**src/include/io_defs.svh**
```systemverilog
// ======================================================================
// IO region code, register word indices, receive queue depth
// and default prescaler and bit-period divisors
// ======================================================================
`ifndef IO_DEFS_SVH
`define IO_DEFS_SVH

// address map
`define IO_REGION          4'hE   // top nibble of an IO address
`define IO_IDX_MS          4'd0   // millisecond counter
`define IO_IDX_LED         4'd1   // led register, reads as zero
`define IO_IDX_UART_DATA   4'd2   // rx byte / tx byte
`define IO_IDX_UART_CTRL   4'd3   // status / dequeue and rate

// receive queue
`define RX_FIFO_DEPTH      16     // power of two

// defaults for a 25 MHz clk_cpu
`define CLKS_PER_MS_DFLT   25000
`define BAUD_DIV_SLOW_DFLT 1302   // about 19200 baud
`define BAUD_DIV_FAST_DFLT 217    // about 115200 baud

`endif

```
**src/logic/io_pkg.sv**
```systemverilog
// ======================================================================
// bus request, IO address and serial status types
// ======================================================================
package io_pkg;

    typedef logic [7:0] byte_t;

    // 32-bit address split for the IO decoder
    typedef struct packed {
        logic [3:0]  region;   // E selects IO
        logic [21:0] unused;
        logic [3:0]  index;    // register word index
        logic [1:0]  offset;   // byte within word
    } io_addr_t;

    // one request per cycle from the bus master
    typedef struct packed {
        logic        rd;
        logic        wr;
        io_addr_t    addr;
        logic [31:0] wdata;
    } io_req_t;

    // serial status word read at index 3
    typedef struct packed {
        logic [29:0] pad;      // always zero
        logic        tx_ready; // transmitter idle
        logic        rx_ready; // queue holds a byte
    } uart_status_t;

endpackage

```
**src/logic/ms_timer.sv**
```systemverilog
// ======================================================================
// prescaler and free-running millisecond counter
// ======================================================================
module ms_timer #(
    parameter int CLKS_PER_MS = 25000
) (
    input  logic        clk_cpu,
    input  logic        rst_n,
    output logic [31:0] ms_count_o
);
    import io_pkg::*;

    localparam int PW = (CLKS_PER_MS > 1) ? $clog2(CLKS_PER_MS) : 1;
    localparam logic [PW-1:0] PRE_LAST = PW'(CLKS_PER_MS - 1);

    logic [PW-1:0] pre_cnt;
    logic          wrap;

    assign wrap = (pre_cnt == PRE_LAST);

    always_ff @(posedge clk_cpu) begin
        if (!rst_n) begin
            pre_cnt    <= '0;
            ms_count_o <= '0;
        end else begin
            pre_cnt <= wrap ? '0 : pre_cnt + 1'b1;
            if (wrap) begin
                ms_count_o <= ms_count_o + 32'd1;   // wraps after 2^32 ms
            end
        end
    end

endmodule

```
**src/logic/uart_tx.sv**
```systemverilog
// ======================================================================
// serial transmitter, 8N1, two selectable bit periods
// ======================================================================
module uart_tx #(
    parameter int BAUD_DIV_SLOW = 1302,
    parameter int BAUD_DIV_FAST = 217
) (
    input  logic          clk_cpu,
    input  logic          rst_n,
    input  logic          start_i,
    input  io_pkg::byte_t byte_i,
    input  logic          rate_fast_i,
    output logic          tx_o,
    output logic          ready_o
);
    import io_pkg::*;

    localparam int DIV_MAX = (BAUD_DIV_SLOW > BAUD_DIV_FAST) ? BAUD_DIV_SLOW : BAUD_DIV_FAST;
    localparam int CW = $clog2(DIV_MAX + 1);
    localparam logic [CW-1:0] SLOW_LAST = CW'(BAUD_DIV_SLOW - 1);
    localparam logic [CW-1:0] FAST_LAST = CW'(BAUD_DIV_FAST - 1);

    logic          busy;
    logic          rate_q;     // divisor choice held for the frame
    logic [CW-1:0] div_cnt;
    logic [3:0]    bits_left;  // data bits plus stop still to send
    logic [8:0]    shreg;      // {stop, data}

    assign ready_o = !busy;

    always_ff @(posedge clk_cpu) begin
        if (!rst_n) begin
            busy      <= 1'b0;
            rate_q    <= 1'b0;
            div_cnt   <= '0;
            bits_left <= '0;
            tx_o      <= 1'b1;
        end else if (!busy) begin
            if (start_i) begin
                busy      <= 1'b1;
                rate_q    <= rate_fast_i;
                div_cnt   <= rate_fast_i ? FAST_LAST : SLOW_LAST;
                bits_left <= 4'd9;
                tx_o      <= 1'b0;   // start bit
            end
        end else if (div_cnt != '0) begin
            div_cnt <= div_cnt - 1'b1;
        end else if (bits_left == 4'd0) begin
            busy <= 1'b0;            // stop bit done, line stays high
        end else begin
            tx_o      <= shreg[0];
            bits_left <= bits_left - 4'd1;
            div_cnt   <= rate_q ? FAST_LAST : SLOW_LAST;
        end
    end

    always_ff @(posedge clk_cpu) begin
        if (!busy && start_i) begin
            shreg <= {1'b1, byte_i};
        end else if (busy && (div_cnt == '0) && (bits_left != 4'd0)) begin
            shreg <= {1'b1, shreg[8:1]};   // lsb first
        end
    end

endmodule

```
**src/logic/uart_rx.sv**
```systemverilog
// ======================================================================
// serial receiver, 8N1, mid-bit sampling with stop bit check
// ======================================================================
module uart_rx #(
    parameter int BAUD_DIV_SLOW = 1302,
    parameter int BAUD_DIV_FAST = 217
) (
    input  logic          clk_cpu,
    input  logic          rst_n,
    input  logic          rx_i,
    input  logic          rate_fast_i,
    output logic          valid_o,
    output io_pkg::byte_t byte_o
);
    import io_pkg::*;

    localparam int DIV_MAX = (BAUD_DIV_SLOW > BAUD_DIV_FAST) ? BAUD_DIV_SLOW : BAUD_DIV_FAST;
    localparam int CW = $clog2(DIV_MAX + 1);
    localparam logic [CW-1:0] SLOW_LAST = CW'(BAUD_DIV_SLOW - 1);
    localparam logic [CW-1:0] FAST_LAST = CW'(BAUD_DIV_FAST - 1);
    localparam logic [CW-1:0] SLOW_HALF = CW'(BAUD_DIV_SLOW / 2 - 1);
    localparam logic [CW-1:0] FAST_HALF = CW'(BAUD_DIV_FAST / 2 - 1);

    typedef enum logic [1:0] {IDLE, START, DATA, STOP} rx_state_t;

    rx_state_t     state;
    logic [2:0]    rx_sync;    // two sync flops plus edge history
    logic          rx_s;
    logic          rate_q;
    logic [CW-1:0] div_cnt;
    logic [2:0]    bit_idx;
    byte_t         shreg;

    assign rx_s   = rx_sync[1];
    assign byte_o = shreg;

    always_ff @(posedge clk_cpu) begin
        if (!rst_n) begin
            rx_sync <= 3'b111;       // idle line is high
            state   <= IDLE;
            rate_q  <= 1'b0;
            div_cnt <= '0;
            bit_idx <= '0;
            valid_o <= 1'b0;
        end else begin
            rx_sync <= {rx_sync[1:0], rx_i};
            valid_o <= 1'b0;
            if (state != IDLE && div_cnt != '0) begin
                div_cnt <= div_cnt - 1'b1;
            end else begin
                case (state)
                    IDLE: if (rx_sync[2] && !rx_s) begin   // falling edge
                        state   <= START;
                        rate_q  <= rate_fast_i;
                        div_cnt <= rate_fast_i ? FAST_HALF : SLOW_HALF;
                    end
                    START: begin
                        state   <= rx_s ? IDLE : DATA;      // glitch rejected
                        bit_idx <= '0;
                        div_cnt <= rate_q ? FAST_LAST : SLOW_LAST;
                    end
                    DATA: begin
                        bit_idx <= bit_idx + 3'd1;
                        div_cnt <= rate_q ? FAST_LAST : SLOW_LAST;
                        if (bit_idx == 3'd7) begin
                            state <= STOP;
                        end
                    end
                    default: begin                          // mid stop bit
                        valid_o <= rx_s;                    // framing error drops byte
                        state   <= IDLE;
                    end
                endcase
            end
        end
    end

    always_ff @(posedge clk_cpu) begin
        if (state == DATA && div_cnt == '0) begin
            shreg <= {rx_s, shreg[7:1]};   // lsb arrives first
        end
    end

endmodule

```
**src/logic/rx_fifo.sv**
```systemverilog
// ======================================================================
// synchronous receive queue, circular buffer with wide pointers
// ======================================================================
`include "io_defs.svh"

module rx_fifo (
    input  logic          clk_cpu,
    input  logic          rst_n,
    input  logic          enq_i,
    input  io_pkg::byte_t data_i,
    input  logic          deq_i,
    output io_pkg::byte_t head_o,
    output logic          empty_o,
    output logic          full_o
);
    import io_pkg::*;

    localparam int DEPTH = `RX_FIFO_DEPTH;
    localparam int AW = $clog2(DEPTH);

    byte_t       mem [DEPTH];
    logic [AW:0] wr_ptr;       // extra bit tells full from empty
    logic [AW:0] rd_ptr;
    logic        do_enq;
    logic        do_deq;

    assign empty_o = (wr_ptr == rd_ptr);
    assign full_o  = (wr_ptr[AW] != rd_ptr[AW]) && (wr_ptr[AW-1:0] == rd_ptr[AW-1:0]);
    assign head_o  = mem[rd_ptr[AW-1:0]];

    assign do_enq = enq_i && !full_o;    // byte lost when full
    assign do_deq = deq_i && !empty_o;

    always_ff @(posedge clk_cpu) begin
        if (!rst_n) begin
            wr_ptr <= '0;
            rd_ptr <= '0;
        end else begin
            if (do_enq) begin
                wr_ptr <= wr_ptr + 1'b1;
            end
            if (do_deq) begin
                rd_ptr <= rd_ptr + 1'b1;
            end
        end
    end

    always_ff @(posedge clk_cpu) begin
        if (do_enq) begin
            mem[wr_ptr[AW-1:0]] <= data_i;
        end
    end

endmodule

```
**src/logic/io_regs.sv**
```systemverilog
// ======================================================================
// IO decoder, write strobes, led / rate / receive byte registers
// and the combinational read multiplexer
// ======================================================================
`include "io_defs.svh"

module io_regs (
    input  logic            clk_cpu,
    input  logic            rst_n,
    input  io_pkg::io_req_t io_req_i,
    output logic [31:0]     io_rdata_o,
    input  logic [31:0]     ms_count_i,
    input  logic            tx_ready_i,
    output logic            tx_start_o,
    output io_pkg::byte_t   tx_byte_o,
    output logic            rate_fast_o,
    input  logic            fifo_empty_i,
    input  io_pkg::byte_t   fifo_head_i,
    output logic            deq_o,
    output io_pkg::byte_t   led_o
);
    import io_pkg::*;

    logic         io_sel;
    logic         wr_io;
    logic [3:0]   widx;
    logic         tx_accept;
    byte_t        rx_byte_q;    // last dequeued byte
    uart_status_t status;

    assign io_sel = (io_req_i.addr.region == `IO_REGION);
    assign wr_io  = io_req_i.wr && io_sel;
    assign widx   = io_req_i.addr.index;

    // a data write while busy or with a start pending is dropped
    assign tx_accept = wr_io && (widx == `IO_IDX_UART_DATA) && tx_ready_i && !tx_start_o;

    assign status = '{pad: '0, tx_ready: tx_ready_i, rx_ready: !fifo_empty_i};

    always_ff @(posedge clk_cpu) begin
        if (!rst_n) begin
            tx_start_o  <= 1'b0;
            deq_o       <= 1'b0;
            led_o       <= '0;
            rate_fast_o <= 1'b0;
            rx_byte_q   <= '0;
        end else begin
            tx_start_o <= tx_accept;
            deq_o      <= wr_io && (widx == `IO_IDX_UART_CTRL) && !fifo_empty_i;
            if (wr_io && (widx == `IO_IDX_LED)) begin
                led_o <= io_req_i.wdata[7:0];
            end
            if (wr_io && (widx == `IO_IDX_UART_CTRL)) begin
                rate_fast_o <= io_req_i.wdata[0];   // bit 0 picks the rate
            end
            if (deq_o) begin
                rx_byte_q <= fifo_head_i;           // head before the pop
            end
        end
    end

    // byte handed to the transmitter with the start strobe
    always_ff @(posedge clk_cpu) begin
        if (tx_accept) begin
            tx_byte_o <= io_req_i.wdata[7:0];
        end
    end

    always_comb begin
        io_rdata_o = '0;
        if (io_req_i.rd && io_sel) begin
            case (widx)
                `IO_IDX_MS:        io_rdata_o = ms_count_i;
                `IO_IDX_UART_DATA: io_rdata_o = {24'd0, rx_byte_q};
                `IO_IDX_UART_CTRL: io_rdata_o = status;
                default:           io_rdata_o = '0;   // led and unused words
            endcase
        end
    end

endmodule

```
**src/logic/io_hub.sv**
```systemverilog
// ======================================================================
// memory-mapped peripheral block: decoder, timer, serial port
// and receive queue
// ======================================================================
`include "io_defs.svh"

module io_hub #(
    parameter int CLKS_PER_MS   = `CLKS_PER_MS_DFLT,
    parameter int BAUD_DIV_SLOW = `BAUD_DIV_SLOW_DFLT,
    parameter int BAUD_DIV_FAST = `BAUD_DIV_FAST_DFLT
) (
    input  logic            clk_cpu,
    input  logic            rst_n,
    input  io_pkg::io_req_t io_req_i,
    output logic [31:0]     io_rdata_o,
    input  logic            rx_i,
    output logic            tx_o,
    output io_pkg::byte_t   led_o
);
    import io_pkg::*;

    logic [31:0] ms_count;
    logic        tx_ready;
    logic        tx_start;
    byte_t       tx_byte;
    logic        rate_fast;   // 1 selects BAUD_DIV_FAST
    logic        fifo_empty;
    byte_t       fifo_head;
    logic        deq;
    logic        rx_valid;
    byte_t       rx_byte;

    io_regs i_regs (
        .clk_cpu      (clk_cpu),
        .rst_n        (rst_n),
        .io_req_i     (io_req_i),
        .io_rdata_o   (io_rdata_o),
        .ms_count_i   (ms_count),
        .tx_ready_i   (tx_ready),
        .tx_start_o   (tx_start),
        .tx_byte_o    (tx_byte),
        .rate_fast_o  (rate_fast),
        .fifo_empty_i (fifo_empty),
        .fifo_head_i  (fifo_head),
        .deq_o        (deq),
        .led_o        (led_o)
    );

    ms_timer #(.CLKS_PER_MS(CLKS_PER_MS)) i_timer (
        .clk_cpu    (clk_cpu),
        .rst_n      (rst_n),
        .ms_count_o (ms_count)
    );

    uart_tx #(.BAUD_DIV_SLOW(BAUD_DIV_SLOW), .BAUD_DIV_FAST(BAUD_DIV_FAST)) i_tx (
        .clk_cpu     (clk_cpu),
        .rst_n       (rst_n),
        .start_i     (tx_start),
        .byte_i      (tx_byte),
        .rate_fast_i (rate_fast),
        .tx_o        (tx_o),
        .ready_o     (tx_ready)
    );

    uart_rx #(.BAUD_DIV_SLOW(BAUD_DIV_SLOW), .BAUD_DIV_FAST(BAUD_DIV_FAST)) i_rx (
        .clk_cpu     (clk_cpu),
        .rst_n       (rst_n),
        .rx_i        (rx_i),
        .rate_fast_i (rate_fast),
        .valid_o     (rx_valid),
        .byte_o      (rx_byte)
    );

    rx_fifo i_fifo (
        .clk_cpu (clk_cpu),
        .rst_n   (rst_n),
        .enq_i   (rx_valid),
        .data_i  (rx_byte),
        .deq_i   (deq),
        .head_o  (fifo_head),
        .empty_o (fifo_empty),
        .full_o  ()            // used only by the enqueue guard
    );

endmodule

```
**config.mk**
```make
export PLATFORM = sky130hd
export DESIGN_NAME = io_hub
export DESIGN_NICKNAME = d
export VERILOG_FILES = /design/src/logic/io_pkg.sv /design/src/logic/ms_timer.sv /design/src/logic/uart_tx.sv /design/src/logic/uart_rx.sv /design/src/logic/rx_fifo.sv /design/src/logic/io_regs.sv /design/src/logic/io_hub.sv
export VERILOG_INCLUDE_DIRS = /design/src /design/src/include
export SDC_FILE = /design/constraint.sdc
export NUM_CORES = 1
export LEC_CHECK = 0
export BUFFER_PORTS_ARGS = -buffer_cell sky130_fd_sc_hd__buf_2
export CAP_MARGIN = 20
export CORE_MARGIN = 1
export CORE_UTILIZATION = 45
export DETAILED_ROUTE_END_ITERATION = 10
export GPL_TIMING_DRIVEN = 0
export SKIP_CTS_REPAIR_TIMING = 1
export SLEW_MARGIN = 15
export SYNTH_ARGS = -nofsm -noshare
export SYNTH_HDL_FRONTEND = slang
export SYNTH_SLANG_ARGS = --single-unit
```
**constraint.sdc**
```tcl
create_clock -name clk_cpu -period 2.9 [get_ports clk_cpu]
set_input_delay 0 -clock clk_cpu [delete_from_list [all_inputs] [get_ports clk_cpu]]
set_output_delay 0 -clock clk_cpu [all_outputs]
set_load 0.1 [all_outputs]
```
==> results of run 1 <==
-- worst reg2reg max path, stage by stage, from the launching register on --
cell	delay, ns
dfxtp_1	0.33
clkbuf_1	0.36
xnor2_1	0.17
nand4_1	0.27
o211ai_1	0.75
nor2_1	0.40
-- path summary, 6_finish.rpt --
path                        end  slack [ns]  depth (start not counted)
min          i_regs.rate_fast_o      -0.006                          5
max               io_rdata_o[0]        0.24                          7
min reg2reg     i_rx.rx_sync[1]        0.41                          1
max reg2reg    i_fifo.mem[7][7]        0.29                          5
-- cell usage in the layout, fill, tap and decap left out, drive strengths merged, types with 4 or more instances in the layout --
cell / count
o21a: 5
nand4b: 5
xor2: 25
clkinvlp: 5
or4: 4
xnor2: 24
mux4: 32
nand2: 80
nand2b: 13
nand4: 18
nand3: 29
bufinv: 4
o31ai: 5
buf: 70
nor3: 27
a22oi: 17
dlygate4sd3: 13
mux2i: 29
or3: 17
edfxtp: 152
clkbuf: 68
nor4: 20
dfxtp: 115
o21ai: 30
nor2: 103
a31oi: 4
ha: 18
and4: 6
clkinv: 11
and2: 26
a21oi: 40
and3: 7
inv: 26
-- metal layers --
metal / up-vias / track usage [%]
li1: 3785 / -
met1: 3735 / 28.0
met2: 174 / 31.2
met3: 41 / 2.50
met4: 0 / 5.62
met5: - / 0
-- metrics by stage --
step	utilization [%]	hold slack, ns	instance area (sq um)	setup slack (ns)
2_1_floorplan	-	0.0989	11600	-0.678
3_3_place_gp	48.7	0.192	12300	-0.222
3_5_place_dp	48.9	0.195	12300	0.104
4_1_cts	52.7	-0.377	13300	0.0274
5_1_grt	53.3	0.0365	13400	0.0140
6_report	53.3	-0.00641	13400	0.238
-- final cells by class --
class | instances | area, sq um | share of cell area [%]
flip-flops and latches | 267 | 6870 | 51.2
multi-input cells | 629 | 4460 | 33.2
clock buffers | 30 | 729 | 5.44
repair buffers | 74 | 438 | 3.26
well taps | 330 | 413 | 3.08
clock inverters | 23 | 241 | 1.80
plain buffers | 47 | 185 | 1.38
inverters | 23 | 86.3 | 0.643
-- flip-flops by register name, indices dropped and copies added, names as in the netlist, 8 cells and up --
signal,flops
i_fifo.mem,128
i_regs.led_o,8
i_regs.rx_byte_q,8
i_regs.tx_byte_o,8
i_rx.byte_o,8
i_rx.div_cnt,11
i_timer.ms_count_o,32
i_timer.pre_cnt,15
i_tx.div_cnt,11
i_tx.shreg,8
-- power groups by stage --
stage	clock, uW	combinational (uW)	sequential, uW
floorplan	0	544	4200
global placement	0	705	4230
detailed placement	0	711	4230
CTS	3800	713	4150
global route	3950	811	4170
finish	3710	729	4150
-- cell families (layout without fill, tap and decap cells) --
family,count (synthesis),in the layout,share of synthesized area [%]
AOI/OAI and AO/OA,128,128,7.25
xor gates and xnor gates,49,49,3.71
adders and majority gates,18,18,1.95
buffers and inverters,70,197,2.32
DFF,267,267,59.4
muxes,61,61,8.75
and+or+nand+nor,373,373,16.6
==> results.txt, run 1 <==
In this design, the largest share of critical-path delay is due to buffers and inverters. Wire segments on met3 add up to 1250 um in the final route. Max-cap violations in this run came to 0.

For the synthesized area, the log shows 11600 sq um. Antenna diode count: 0. Among all stages on the critical path, the largest delay is contributed by buf_2. After global routing the overflow that remains totals 0.

The tools report the clock skew after layout as 0.0173 ns. The class of the tightest hold or removal check was in -> reg. Once layout is complete, the cells apart from fillers number 1423. Summed over its instances, the top area cell type makes up 39.5% of the synthesized netlist area.

The number of antenna violations at the first check in global routing came out at 0. The first global-routing pass estimated 40300 um of wire. STA classifies the critical path startpoint as a flip-flop.

For this design, the sink count on the clock tree is 267. The ratio of cells with drive above 1 in the final layout came out at 15.6%. The synthesized netlist contains 63 unique library cells.

Setup violations remaining at the end of the flow were counted as 0. Yosys printed 0 warnings. For this design the total switching power over the nets is 2060 uW. For the critical path required time, the log shows 2.90 ns.

IR analysis of the VDD net gives a maximum drop of 508 uV. The largest fanout of any net on the critical path works out to 8. For the final weighted congestion in routability-driven placement, the log shows 0.837. For the floorplan die area, the log shows 26300 sq um. Ranked by total cell area, the synthesized netlist is headed by edfxtp_1 (40%), dfxtp_1 (20%), mux4_2 (6.2%), nor2_1 (3.3%), nand2_1 (2.6%).

The filler cells instantiated in the layout total 2191. The completed layout was analyzed and its total power is 8590 uW. In this run, the clock network consumes 43.2% of the power.

The pre-antenna-repair detailed-routing pass consisted of 5 iterations. The first routing iteration left 528 violations. After detailed routing, the number of vias per cell comes to 5.44.

The fraction of power consumed by sequential logic was 48.3%. After detailed placement, the design holds a cell count of 1357. The height of the chip works out to 162 um. The count of buffers added on input and output ports is 60. The logs give 59.4% for the sequential element share of the synthesized area and 2.66 ns for the arrival time of the worst setup path. The routed layout has 7735 vias. For this configuration, the core starts out at a cell density of 45.9%. At the pin with the least slew margin, the transition time is 0.847 ns. Relative slew slack: 43.4%. The detail-routed net length per standard cell works out to 17.9 um.

From synthesis to final layout, the design area changed by 16.1%. The run gives 11700 um as the met2 wirelength from detailed routing. After synthesis the netlist holds a flip-flop and latch count of 267. After the last flow step, the layout net total stands at 1158. The leading area contributor after synthesis was edfxtp_1. The insertion delay to the later sink of the worst-skew pair was 0.55 ns; the routed wire length was 25500 um. For this run, the leading register cell type out of synthesis is edfxtp_1. The cell leakage power was 0.00467 uW. Counting every net in the synthesized netlist gives 1053. Entering global routing, the biggest net connects 18 pins. The critical path buffer and inverter count works out to 2. After synthesis, the share of flip-flops with an asynchronous set or reset is 0%. Timing would allow up to 376 MHz.

In this run, synthesis inferred 152 flip-flops with an integrated enable. The longest clock path from root to sink contains 3 buffers. The switching portion of total power works out to 24.0%. The tools report the critical register-to-register path startpoint as i_fifo.rd_ptr[1]. After synthesis, the mean cell area works out to 12.0 sq um.

STA classifies the critical path endpoint as an output port. The floorplan has 58 rows. By count the netlist is led by edfxtp_1 (152), dfxtp_1 (115), nor2_1 (103). The worst hold slack was -0.00641 ns; the number of hold violations in the final report was 1. The detail route stage leaves a number of antenna-violating nets equal to 0. The highest metal layer carrying signal wires in the routed design is met4. Clock-pin slew was measured on the worst setup and hold paths at 0.06 ns.

Setup repair after global routing left no endpoint under its margin. Largest stage delay on the critical path: 0.48 ns. The placed wire-length estimate was 17200 um. The part of the total power dissipated in combinational logic came out at 8.5%. The startpoint of the most critical setup path was i_fifo.rd_ptr[1]. Yosys instantiated no cell more often than edfxtp_1. For the final routed DRC violation total, the log shows 0. Floorplan core area: 25200 sq um. The via count of the first global-routing pass came out at 7393. After layout, the minimum clock period comes to 2.66 ns. The flow ran to the end, but the final reports show violations. For the I/O pin count, the log shows 110. The number of max-slew violations in the final report is 0. The die is 162 um wide. Dividing total power by cell area gives a power density of 640 nW/um^2. The post-route met1 wirelength came out at 12100 um. Total track usage: 19.6%. For the clock buffer count from CTS, the log shows 29.

Walking the worst path, the cells encountered are clkbuf_1 -> xnor2_1 -> nand4_1 -> o21ai_0 -> a21bo_2 -> a21oi_1 -> buf_2. Setup TNS: 0 ns. The internal portion of the total power is 6530 uW. The level count of the clock H-tree is 1. TritonCTS built the clock tree. The tools report the start point of the worst min-delay path as io_req_i[36]. By startpoint and endpoint, the worst setup path is classified as reg -> out. The clock root buffer was clkbuf_16. The cell count after synthesis came out at 966. Dividing the final minimum period by the clock period gives 91.8%. The checks that failed: negative hold slack.
Note: power is estimated with default switching activity, not from simulation.
==> run 2, diff against run 1 <==
- CELL_PAD_IN_SITES_DETAIL_PLACEMENT: not set -> 1
- CELL_PAD_IN_SITES_GLOBAL_PLACEMENT: not set -> 1
- PLACE_DENSITY_LB_ADDON: not set -> 0.1
- SLEW_MARGIN: 15 -> not set
==> run 2 against run 1 <==
The flow now finishes without violations. Clock power is 3% lower. Clock-buffer cell count up 4. Sequential share of layout area up 0.18 points. Cell count grew 0.21%. Sequential power barely moved. First-iteration DRC count shrank 5.1%. Wire length rose by 10%. Die area stayed put. Highest routed layer unchanged.
==> results.txt, run 2 (synthesized netlist as in run 1, its figures left out) <==
Counting every sink on the clock net gives 267. Relative to the synthesized area, the layout overhead comes to 15.7%. After detailed routing, the number of remaining DRC violations is 0. The run gives 4 as the number of optimization iterations in the first detailed-route pass. The endpoint type of the worst setup path is a flip-flop. The filler cells instantiated in the layout total 2708.

The category of the most critical setup path was reg -> reg. No sink is reached through more buffers than the 3 on the longest clock path. The floorplan step set the die width to 162 um. Once placement finished, the instance area stood at 12300 sq um. CTS placed an instance of clkbuf_16 at the clock tree root. The logs give 3.12% for the met3 track demand over resource in global routing and 29 for the clock buffer count from CTS. The logs give 1160 for the net count reported at finish and 0 for the number of hold violations in the final report.

The initialized floorplan defines 58 standard-cell rows. The tools report the arrival time of the worst setup path as 2.97 ns. The tools report the count of placed standard cells in the final layout, fillers left out as 1426. The total area inside the core boundary comes to 25200 sq um. The first global-routing pass estimated 43700 um of wire. The flow ran to the end, and the final reports show no timing, DRC or antenna violations. The met2 track demand over resource came out at 35.7%. The power density of the placed cells is 635 nW/um^2. The final design utilization was 53.1%. The logs give 7984 for the via count of the first global-routing pass and 0 for the antenna diode count.

Setup slack on the critical path of the routed design comes to 0.196 ns. The tools report the critical path launch point type as a flip-flop. The starting density of the core was 45.9%; the shortest period the worst path allows was 2.70 ns.

The detail route stage leaves a number of antenna-violating nets equal to 0. The finished cells cover 13400 sq um. Routed wire length: 28100 um. The most common library cell in the layout ignoring fill and taps was edfxtp_1. At the worst endpoint, the required time is 3.16 ns.

The number of input and output port buffers inserted is 60. The tools report the maximum resistive drop on vdd as 589 uV. The clock-pin slew on the worst setup and hold paths was 0.06 ns.

TritonCTS built the clock tree. For the final weighted congestion in routability-driven placement, the log shows 0.793. In this run the worst hold path is classified as in -> reg.

The number of DRC markers after the initial detailed-route iteration came out at 501. The clock reaches the later pin of the worst-skew pair after 0.55 ns. For the pin with the worst max-slew slack, the measured transition is 0.852 ns. Number of antenna violations at the first check in global routing: 0.

Timing analysis after detailed placement gives a worst setup slack of -0.0632 ns. The number of max-slew violations in the final report came out at 0. After detailed routing, the average wire length per cell comes to 19.7 um.

The die covers 26300 sq um. Final period utilization: 93.2%. In the layout the commonest cells are edfxtp_1 (152), dfxtp_1 (115), nor2_1 (103). The largest fanout of any net on the critical path is 8. The total overflow left after global routing is 0. The total track usage was 21.4%. The tools report the met1 track demand over resource in global routing as 29.7%. Derived from the worst setup path, the maximum achievable clock frequency is 370 MHz. Entering global routing, the biggest net connects 18 pins. In this run the static leakage power is 0.00465 uW. The worst hold slack was 0.0185 ns.

In the routed layout, each cell is associated on average with a via count of 5.56. Number of flip-flops in the largest register: 128. The relative slew slack is 43.0%. The die is 162 um tall.

After global routing, the most crowded layer is met2. The routed layout has 7922 vias. 110 I/O pins were placed.

Summed over all nets, the half-perimeter wirelength after detailed placement is 19500 um. For the final database, setup skew stands at 0.0138 ns. The run gives 1361 as the number of cells after detailed placement. Setup repair after global routing left no endpoint under its margin. The internal reg-to-reg setup slack is 0.20 ns. Setup violations remaining at the end of the flow were counted as 0. The logs give 1 for the level count of the clock H-tree and 0 for the number of violations of the max-capacitance limit. The ratio of cells with drive above 1 in the final layout was 14.6%.
run 2: cell types whose count changed in the layout (fill, tap and decap cells not counted), moves of 2 or more:
| cell | previous run | this run |
|---|---|---|
| buf_4 | 1 | 5 |
| clkbuf_1 | 36 | 39 |
| clkinv_1 | 6 | 9 |
| clkinvlp_2 | 2 | 0 |
| inv_6 | 2 | 0 |
| nor2_1 | 100 | 103 |
| nor2_2 | 3 | 0 |
| nor3_1 | 21 | 25 |
| nor3_2 | 6 | 2 |
run 2: routing by layer:
metal	vias to the layer above	wire length [um]
met4	0	387
met2	128	13500
met3	35	979
li1	3780	-
met5	-	0
met1	3979	13300
run 2: layout make-up:
cell class                      count  area (sq um)  share of cell area (%)
Sequential cell                   267          6870                    51.3
Multi-Input combinational cell    629          4430                    33.1
Clock buffer                       34           744                    5.57
Timing Repair Buffer               78           470                    3.52
Tap cell                          330           413                    3.09
Clock inverter                     20           184                    1.38
Buffer                             45           176                    1.32
Inverter                           23          86.3                   0.646
run 2: stage by stage:
step                      setup TNS, ns  total power [uW]
after CTS                         -1.03              8570
final                                 0              8490
after detailed placement         -0.779              4970
after floorplan                   -4.07              4750
after global routing                  0              8800
after global placement            -8.59              4950
run 2: final timing paths:
kind                                        from          endpoint  cells after the start
worst min-delay path                io_req_i[34]      i_regs.deq_o                      3
worst max-delay path            i_fifo.rd_ptr[2]  i_fifo.mem[2][4]                      7
worst min register to register   i_rx.rx_sync[0]   i_rx.rx_sync[1]                      1
worst max register to register  i_fifo.rd_ptr[2]  i_fifo.mem[2][4]                      7
run 2: worst max-delay path, cell delays in order, from the launching register on:
cell and delay, ns:
dfxtp_1 0.31, clkbuf_1 0.32, xnor2_1 0.12, nand4_1 0.23, o21a_1 0.29, nand2_1 0.23
nor3_1 0.66, buf_4 0.27
run 2: power breakdown:
| part | internal [uW] | switching, uW | total [uW] |
|---|---|---|---|
| Sequential | 4040 | 105 | 4150 |
| Clock | 2100 | 1490 | 3590 |
| Combinational | 292 | 456 | 748 |
| Total | 6440 | 2050 | 8490 |
